<file path="src/controlPkg.sv">
`default_nettype none

package controlPkg;

	// datapath widths
	localparam int instrWidth = 32;
	localparam int dataWidth = 64;

	typedef logic [4:0] regAddr_t; // register file address
	typedef logic [4:0] funcSel_t; // {op[2:0], invert a, invert b}
	typedef logic [1:0] pcSel_t;
	typedef logic [1:0] busSel_t;
	typedef logic [3:0] statusFlags_t; // {V, C, Z, N}

	// alu operations, bits 4..2 pick the unit
	localparam funcSel_t fsAnd = 5'b00000;
	localparam funcSel_t fsOr = 5'b00100;
	localparam funcSel_t fsAdd = 5'b01000;
	localparam funcSel_t fsXor = 5'b01100;
	localparam funcSel_t fsShiftLeft = 5'b10000;
	localparam funcSel_t fsShiftRight = 5'b10100;

	// next pc source
	localparam pcSel_t psHold = 2'b00; // pc keeps its value
	localparam pcSel_t psNext = 2'b01; // pc + 4
	localparam pcSel_t psRegister = 2'b10; // pc from register or constant
	localparam pcSel_t psRelative = 2'b11; // pc + 4 + k * 4

	// what drives the data bus
	localparam busSel_t busAlu = 2'b00;
	localparam busSel_t busRam = 2'b01;
	localparam busSel_t busPc4 = 2'b10;
	localparam busSel_t busB = 2'b11; // store data path

	localparam regAddr_t zeroReg = 5'd31; // reads as zero

	localparam int fifoDepth = 2;
	localparam int opGroupBit = 26; // set for branch group

	// 93 bits, control fields then constant
	typedef struct packed {
		regAddr_t da;
		regAddr_t sa;
		regAddr_t sb;
		funcSel_t fs;
		pcSel_t ps;
		busSel_t busSel;
		logic regWrite;
		logic memWrite;
		logic pcSelA; // pc input from a instead of k
		logic bSelB; // alu b from register instead of k
		logic statusLoad;
		logic [dataWidth-1:0] k;
	} controlWord_t;

endpackage

`default_nettype wire

</file>
<file path="src/instrIntake.sv">
`timescale 1ns/1ps
`default_nettype none

module instrIntake import controlPkg::*; (
	input wire clock,
	input wire rst,
	input wire [instrWidth-1:0] instr,
	input wire statusFlags_t status,
	input wire zero,
	input wire instrReq,
	input wire take, // word accepted by the fifo
	output logic instrAck,
	output logic [instrWidth-1:0] heldInstr,
	output statusFlags_t heldStatus,
	output logic heldZero,
	output logic heldValid
);

	logic capture;

	// only a fresh request into an empty holder
	assign capture = instrReq && !instrAck && !heldValid;

	always_ff @(posedge clock) begin
		if (rst) begin
			instrAck <= 1'b0;
			heldValid <= 1'b0;
		end else begin
			if (capture) begin
				instrAck <= 1'b1;
				heldValid <= 1'b1;
			end else if (take) begin
				heldValid <= 1'b0; // slot free again
			end
			if (instrAck && !instrReq)
				instrAck <= 1'b0; // return to zero phase
		end
	end

	// instruction and flags held as one snapshot
	always_ff @(posedge clock) begin
		if (capture) begin
			heldInstr <= instr;
			heldStatus <= status;
			heldZero <= zero;
		end
	end

	// ack only answers a live request
	ackNeedsReq: assert property (@(posedge clock) disable iff (rst)
		!instrAck && !instrReq |=> !instrAck);

endmodule

`default_nettype wire

</file>
<file path="src/aluDecode.sv">
`timescale 1ns/1ps
`default_nettype none

module aluDecode import controlPkg::*; (
	input wire [instrWidth-1:0] instr,
	output controlWord_t word
);

	logic [2:0] fmt; // opcode bits 25..23
	funcSel_t rFunc; // r-format alu select

	assign fmt = instr[25:23];

	always_comb begin
		if (instr[22]) begin
			rFunc = instr[21] ? fsShiftLeft : fsShiftRight; // lsl / lsr
		end else if (instr[27]) begin
			rFunc = fsAdd | funcSel_t'(instr[30]); // sub inverts b
		end else begin
			case ({instr[30], instr[29]})
				2'b01: rFunc = fsOr;
				2'b10: rFunc = fsXor;
				default: rFunc = fsAnd; // and, ands
			endcase
		end
	end

	always_comb begin
		word = '0;
		word.ps = psHold; // unknown slot stalls the pc
		case (fmt)
			3'b000: begin
				// ldur / stur
				word.da = instr[4:0];
				word.sa = instr[9:5]; // base register
				word.sb = instr[4:0]; // store data
				word.fs = fsAdd; // base + offset
				word.ps = psNext;
				word.busSel = instr[22] ? busRam : busB;
				word.regWrite = instr[22];
				word.memWrite = !instr[22];
				word.k = dataWidth'(instr[20:12]); // 9 bit offset
			end
			3'b010: begin
				// addi / subi, optional flags
				word.da = instr[4:0];
				word.sa = instr[9:5];
				word.sb = zeroReg;
				word.fs = fsAdd | funcSel_t'(instr[30]);
				word.ps = psNext;
				word.busSel = busAlu;
				word.regWrite = 1'b1;
				word.statusLoad = instr[29];
				word.k = dataWidth'(instr[21:10]); // 12 bit immediate
			end
			3'b110: begin
				word.da = instr[4:0];
				word.sa = instr[9:5];
				word.sb = instr[20:16];
				word.fs = rFunc;
				word.ps = psNext;
				word.busSel = busAlu;
				word.regWrite = 1'b1;
				word.bSelB = !instr[22]; // shifts take shamt from k
				word.statusLoad = (instr[30] & instr[29]) | (!instr[30] & instr[29] & instr[24]);
				word.k = dataWidth'(instr[15:10]); // shift amount
			end
			default: ;
		endcase
	end

endmodule

`default_nettype wire

</file>
<file path="src/branchDecode.sv">
`timescale 1ns/1ps
`default_nettype none

module branchDecode import controlPkg::*; (
	input wire [instrWidth-1:0] instr,
	input wire statusFlags_t status,
	input wire zero,
	output controlWord_t word
);

	logic [2:0] fmt; // opcode bits 31..29
	logic v, c, z, n;
	logic baseCond; // eq ne cs cc mi pl vs vc
	logic extCond; // hi ls ge lt gt le al al
	logic taken;
	logic [dataWidth-1:0] condK; // 19 bit offset

	assign fmt = instr[31:29];
	assign {v, c, z, n} = status;
	assign condK = dataWidth'($signed(instr[23:5]));

	always_comb begin
		case (instr[2:1])
			2'b00: baseCond = z;
			2'b01: baseCond = c;
			2'b10: baseCond = n;
			default: baseCond = v;
		endcase
		case (instr[2:0])
			3'd0: extCond = c & !z; // hi
			3'd1: extCond = !c | z; // ls
			3'd2: extCond = n == v; // ge
			3'd3: extCond = n != v; // lt
			3'd4: extCond = !z && (n == v); // gt
			3'd5: extCond = z || (n != v); // le
			default: extCond = 1'b1;
		endcase
		taken = instr[3] ? extCond : baseCond ^ instr[0]; // bit 0 negates low codes
	end

	always_comb begin
		word = '0;
		word.ps = psHold;
		case (fmt)
			3'b000: begin
				// b
				word.da = zeroReg;
				word.sa = zeroReg;
				word.sb = zeroReg;
				word.ps = psRelative;
				word.busSel = busPc4;
				word.k = dataWidth'($signed(instr[25:0]));
			end
			3'b010: begin
				// b.cond on latched flags
				word.da = zeroReg;
				word.sa = zeroReg;
				word.sb = zeroReg;
				word.ps = taken ? psRelative : psNext;
				word.busSel = busPc4;
				word.k = condK;
			end
			3'b101: begin
				// cbz / cbnz, bit 24 picks nonzero test
				word.da = zeroReg;
				word.sa = instr[4:0]; // register under test
				word.sb = zeroReg;
				word.fs = fsAdd; // pass a through the alu
				word.ps = (instr[24] ^ zero) ? psRelative : psNext;
				word.busSel = busPc4;
				word.bSelB = 1'b1;
				word.k = condK;
			end
			default: ;
		endcase
	end

endmodule

`default_nettype wire

</file>
<file path="src/cwFifo.sv">
`timescale 1ns/1ps
`default_nettype none

module cwFifo import controlPkg::*; (
	input wire clock,
	input wire rst,
	input wire push,
	input wire controlWord_t pushWord,
	input wire pop,
	output controlWord_t popWord,
	output logic full,
	output logic empty
);

	typedef logic [$clog2(fifoDepth)-1:0] ptr_t;
	typedef logic [$clog2(fifoDepth+1)-1:0] count_t;

	controlWord_t mem [fifoDepth];
	ptr_t wrPtr;
	ptr_t rdPtr;
	count_t count; // words held

	assign full = count == count_t'(fifoDepth);
	assign empty = count == '0;
	assign popWord = mem[rdPtr]; // head visible without a read cycle

	always_ff @(posedge clock) begin
		if (rst) begin
			wrPtr <= '0;
			rdPtr <= '0;
			count <= '0;
		end else begin
			if (push)
				wrPtr <= (wrPtr == ptr_t'(fifoDepth - 1)) ? '0 : wrPtr + 1'b1;
			if (pop)
				rdPtr <= (rdPtr == ptr_t'(fifoDepth - 1)) ? '0 : rdPtr + 1'b1;
			case ({push, pop})
				2'b10: count <= count + 1'b1;
				2'b01: count <= count - 1'b1;
				default: ; // both or neither
			endcase
		end
	end

	always_ff @(posedge clock) begin
		if (push)
			mem[wrPtr] <= pushWord;
	end

	// intake gating must respect full and issue must respect empty
	noOverflow: assert property (@(posedge clock) disable iff (rst) push |-> !full);
	noUnderflow: assert property (@(posedge clock) disable iff (rst) pop |-> !empty);

endmodule

`default_nettype wire

</file>
<file path="src/cwIssue.sv">
`timescale 1ns/1ps
`default_nettype none

module cwIssue import controlPkg::*; (
	input wire clock,
	input wire rst,
	input wire empty,
	input wire controlWord_t popWord,
	input wire cwAck,
	output logic pop,
	output regAddr_t da,
	output regAddr_t sa,
	output regAddr_t sb,
	output funcSel_t fs,
	output pcSel_t ps,
	output busSel_t busSel,
	output logic regWrite,
	output logic memWrite,
	output logic pcSelA,
	output logic bSelB,
	output logic statusLoad,
	output logic [dataWidth-1:0] k,
	output logic cwReq
);

	controlWord_t wordReg; // word on the wires
	logic waitLow; // ack still high from last transfer

	assign pop = !empty && !cwReq && !waitLow;
	assign {da, sa, sb, fs, ps, busSel, regWrite, memWrite, pcSelA, bSelB, statusLoad, k} = wordReg;

	always_ff @(posedge clock) begin
		if (rst) begin
			cwReq <= 1'b0;
			waitLow <= 1'b0;
		end else if (pop) begin
			cwReq <= 1'b1;
		end else if (cwReq && cwAck) begin
			cwReq <= 1'b0;
			waitLow <= 1'b1;
		end else if (waitLow && !cwAck) begin
			waitLow <= 1'b0; // handshake complete
		end
	end

	always_ff @(posedge clock) begin
		if (pop)
			wordReg <= popWord;
	end

	// fields and req hold until the datapath acks
	holdUntilAck: assert property (@(posedge clock) disable iff (rst)
		cwReq && !cwAck |=> cwReq && $stable(wordReg));

endmodule

`default_nettype wire

</file>
<file path="src/controlUnit.sv">
`timescale 1ns/1ps
`default_nettype none

module controlUnit import controlPkg::*; (
	input wire clock,
	input wire rst,
	input wire [instrWidth-1:0] instr,
	input wire statusFlags_t status,
	input wire zero, // register zero test for cbz
	input wire instrReq,
	input wire cwAck,
	output logic instrAck,
	output regAddr_t da,
	output regAddr_t sa,
	output regAddr_t sb,
	output funcSel_t fs,
	output pcSel_t ps,
	output busSel_t busSel,
	output logic regWrite,
	output logic memWrite,
	output logic pcSelA,
	output logic bSelB,
	output logic statusLoad,
	output logic [dataWidth-1:0] k,
	output logic cwReq
);

	logic [instrWidth-1:0] heldInstr;
	statusFlags_t heldStatus;
	logic heldZero;
	logic heldValid;
	controlWord_t aluWord;
	controlWord_t brWord;
	controlWord_t decWord;
	controlWord_t popWord;
	logic push, pop, full, empty;

	assign decWord = heldInstr[opGroupBit] ? brWord : aluWord; // branch vs alu group
	assign push = heldValid && !full; // also frees the intake

	instrIntake intake0 (.clock, .rst, .instr, .status, .zero, .instrReq,
		.take(push), .instrAck, .heldInstr, .heldStatus, .heldZero, .heldValid);

	aluDecode aluDec0 (.instr(heldInstr), .word(aluWord));

	branchDecode brDec0 (.instr(heldInstr), .status(heldStatus), .zero(heldZero), .word(brWord));

	cwFifo fifo0 (.clock, .rst, .push, .pushWord(decWord), .pop, .popWord, .full, .empty);

	cwIssue issue0 (.clock, .rst, .empty, .popWord, .cwAck, .pop, .da, .sa, .sb, .fs, .ps,
		.busSel, .regWrite, .memWrite, .pcSelA, .bSelB, .statusLoad, .k, .cwReq);

endmodule

`default_nettype wire

</file>
<file path="config.mk">
export PLATFORM = sky130hd
export DESIGN_NAME = controlUnit
export DESIGN_NICKNAME = d
export VERILOG_FILES = /design/src/controlPkg.sv /design/src/instrIntake.sv /design/src/aluDecode.sv /design/src/branchDecode.sv /design/src/cwFifo.sv /design/src/cwIssue.sv /design/src/controlUnit.sv
export SDC_FILE = /design/constraint.sdc
export NUM_CORES = 1
export LEC_CHECK = 0
export ABC_AREA = 1
export BUFFER_PORTS_ARGS = -buffer_cell sky130_fd_sc_hd__buf_2
export CAP_MARGIN = 10
export CORE_MARGIN = 1
export CORE_UTILIZATION = 40
export CTS_BUF_LIST = sky130_fd_sc_hd__clkbuf_16
export CTS_CLUSTER_DIAMETER = 40
export DETAILED_ROUTE_END_ITERATION = 12
export PLACE_DENSITY = 0.64
export SYNTH_ARGS = -nofsm -noshare
export SYNTH_HDL_FRONTEND = slang
export SYNTH_SLANG_ARGS = --single-unit
</file>
<file path="constraint.sdc">
create_clock -name clock -period 3.7 [get_ports clock]
set_input_delay 0.74 -clock clock [delete_from_list [all_inputs] [get_ports clock]]
set_output_delay 0.74 -clock clock [all_outputs]
set_load 0.005 [all_outputs]
</file>
==> impl_metrics.py <==
metrics = {
    "setup_path": {
        "endpoint_kind": "flop",
        "crit_buf_inv": 3,
        "cpPeakStageDelay_ns": 0.43,
        "reg2reg_slack_ns": 1.36,
        "slowest_stage": "edfxtp_1",
        "critPathKind": "reg2reg",
        "start_kind": "flop",
        "required_ns": 3.94,
        "crit_family": "buffers and inverters",
        "cp_cell_sequence": "inv_1 > ha_1 > nand2_2 > inv_1 > o21ai_2 > nand2_2 > inv_2 > o221ai_1",
        "critical_path.max_fanout": 20,
        "crit_arrival_ns": 2.58,
    },
    "grt": {
        "antenna_found_initial": 0,
        "grt_pass1_wl_microns": 25590,
        "grt-ovfl-total": 0,
        "grt_max_degree": 55,
        "grt_pass1_vias": 4737,
        "grt_usage_pct": 15.41,
    },
    "cells_and_area": {
        "fin_nets": 836,
        "n_antenna_cell": 0,
        "area_growth_pct": 20.15,
        "post-route-util_pct": 49.09,
        "drive_gt1_share_pct": 26.14,
        "final_area_sq_um": 9966,
        "n_fill_cell": 1786,
    },
    "placement": {
        "dpl_cell_area_sq_um": 8984,
        "portBuffers": 132,
        "gp_congestion": 0.8330,
        "pre_cts_slack_ns": 1.386,
        "dp_hpwl_microns": 10920,
    },
    "synthesis": {
        "synth_edf_count": 195,
        "yosysTopAreaCell": "edfxtp_1",
        "ys_seq_area_share_pct": 72.53,
        "netlist_top_cells_area": "edfxtp_1 (71%), nand2_1 (10%), buf_4 (3.7%)",
        "netlist_instances": 680,
        "ys_ff_latch": 203,
        "async_flop_share_pct": 0,
        "synth.most_common_cell": "nand2_1",
        "synth_top_cells_by_count": "nand2_1 (222), edfxtp_1 (195), inv_1 (47)",
        "yosysTopAreaCellShare_pct": 70.60,
        "synth_area_sq_um": 8294,
        "synth.avg_cell_area_sq_um": 12.20,
        "ys.flop_type": "edfxtp_1",
        "yosysWarnings": 0,
        "yosysUniqueCellTypes": 31,
    },
    "timing": {
        "finClkSkew_ns": 0.01019,
        "hold_viol_final": 0,
        "drv_slew": 0,
        "rsz0062_at_grt": "false",
        "setup_viol": 0,
        "post-route-period-util_pct": 63.23,
        "relSlewSlack_pct": 33.44,
        "period_needed_ns": 2.340,
        "worst_pin_slew_ns": 0.9969,
        "fmax_mhz": 427.4,
        "layout_setup_ws_ns": 1.360,
        "setup_tns_ns": 0,
    },
    "power": {
        "fin_total_pwr_w": 0.007326,
        "peakVddDrop_v": 0.0003835,
        "p_per_area_nw_per_um2": 735.1,
        "leakage_nw": 4.009,
    },
    "routing": {
        "wl_per_cell_microns": 15.19,
        "first_iter_violations": 405,
        "totalWireLength_microns": 16420,
        "drc": 0,
        "num_vias": 5204,
        "dr.pass1.iters": 5,
        "ant_nets": 0,
        "drt-vias-per-instance": 4.814,
    },
    "clock_network": {
        "numCtsBuffers": 28,
        "cts_setup_buffers": 0,
        "cts.sinks": 203,
        "clk_latency_ns": 0.52,
        "hold_buffers": 0,
        "root_buffer": "clkbuf_16",
        "htree_levels": 1,
        "cts.reportedPaths.clkPinSlew_ns": 0.06,
        "clk_path_buf_depth": 3,
        "cts_resized": 0,
        "cts_tree": "done",
    },
    "worst_hold_path": {
        "hold_class": "in2reg",
    },
    "floorplan": {
        "die-height_microns": 146,
        "num_rows": 52,
        "start_util_pct": 40.86,
        "coreArea_sq_um": 20300,
        "die_x_microns": 146,
        "dieArea_sq_um": 21320,
        "ios": 136,
    },
    "run_status": {
        "status": "completed",
    },
    "flow_run": {
        "max_cap_violations": 0,
    },
}
through the flow:
| step | hold WS (ns) | cells |
|---|---|---|
| after floorplan | 0.4674 | 681 |
| after global placement | 0.4666 | 1029 |
| after detailed placement | 0.4677 | 1029 |
| after CTS | 0.3697 | 1081 |
| after global routing | 0.3707 | 1081 |
| final | 0.3866 | 1081 |
worst reg2reg max path: stages (launching register included):
cell and delay, ns:
edfxtp_1 0.43, inv_1 0.09, ha_1 0.19, nand2_2 0.15, inv_1 0.34, o21ai_2 0.38, nand2_2 0.13, inv_2 0.16
o221ai_1 0.17
state kept, by name, indices dropped and copies added, names as in the netlist, 2 cells and up:
name	cells
fifo0.mem	106
intake0.heldInstr	31
issue0.k	26
issue0.da	5
issue0.sa	5
issue0.sb	5
intake0.heldStatus	4
issue0.fs	4
fifo0.count	2
issue0.busSel	2
issue0.ps	2
kinds of logic (layout without fill, tap and decap cells):
group / count (synthesis) / after routing / synth area share, %
compound gates: 78 / 78 / 5.853
other cells: 1 / 2 / 0.04521
buf+inv: 116 / 246 / 7.165
flops: 203 / 203 / 72.53
simple gates: 276 / 276 / 13.50
fa+ha+maj: 6 / 6 / 0.9051
worst paths after layout:
kind                                                      start                         endpoint  cells past startpoint
worst max-delay path            intake0.heldInstr[30]$_DFFE_PP_       fifo0.mem[1][82]$_DFFE_PP_                      8
worst min-delay path                                  instr[15]  intake0.heldInstr[15]$_DFFE_PP_                      1
worst max register to register  intake0.heldInstr[30]$_DFFE_PP_       fifo0.mem[1][82]$_DFFE_PP_                      8
worst min register to register        issue0.cwReq$_SDFFE_PP0P_        issue0.cwReq$_SDFFE_PP0P_                      2
routing by layer:
| metal | share of wire, % | wire length (microns) | global-route usage (%) | up-vias |
|---|---|---|---|---|
| met5 | 0 | 0 | 0 | - |
| li1 | - | - | - | 2530 |
| met2 | 47 | 7709 | 24.62 | 209 |
| met1 | 44 | 7148 | 21.42 | 2434 |
| met3 | 7.5 | 1224 | 2.884 | 31 |
| met4 | 2.0 | 336 | 4.792 | 0 |
area by class of cell:
| class | count | area, sq um | share of cell area [%] |
|---|---|---|---|
| clock buffers | 29 | 725.7 | 7.282 |
| flip-flops and latches | 203 | 6016 | 60.36 |
| multi-input cells | 362 | 1714 | 17.20 |
| clock inverters | 23 | 256.5 | 2.574 |
| repair buffers | 138 | 705.7 | 7.081 |
| well taps | 270 | 337.8 | 3.390 |
| inverters | 56 | 210.2 | 2.109 |
placed cells by master (no fill, tap or decap), types with 2 or more instances in the layout:
cell type,instances
nand2_1,222
edfxtp_1,195
buf_2,132
inv_1,48
clkbuf_16,29
a21oi_1,24
nor2_1,19
o21ai_0,17
nand3_1,15
o221ai_1,12
inv_2,10
o22ai_1,9
dfxtp_1,8
nor2_4,6
ha_1,6
buf_4,6
a22oi_1,5
clkinv_4,5
nor2_2,4
a31oi_1,4
inv_8,4
nand2_2,3
nor3_1,3
inv_6,3
bufinv_16,3
o21ai_1,2
conb_1,2
clkinvlp_4,2
clkinv_1,2
power by group:
group          internal (W)  switching [W]
Sequential          0.00314       0.000176
Clock               0.00168        0.00102
Combinational      0.000501       0.000814
Note: power is estimated with default switching activity, not from simulation.
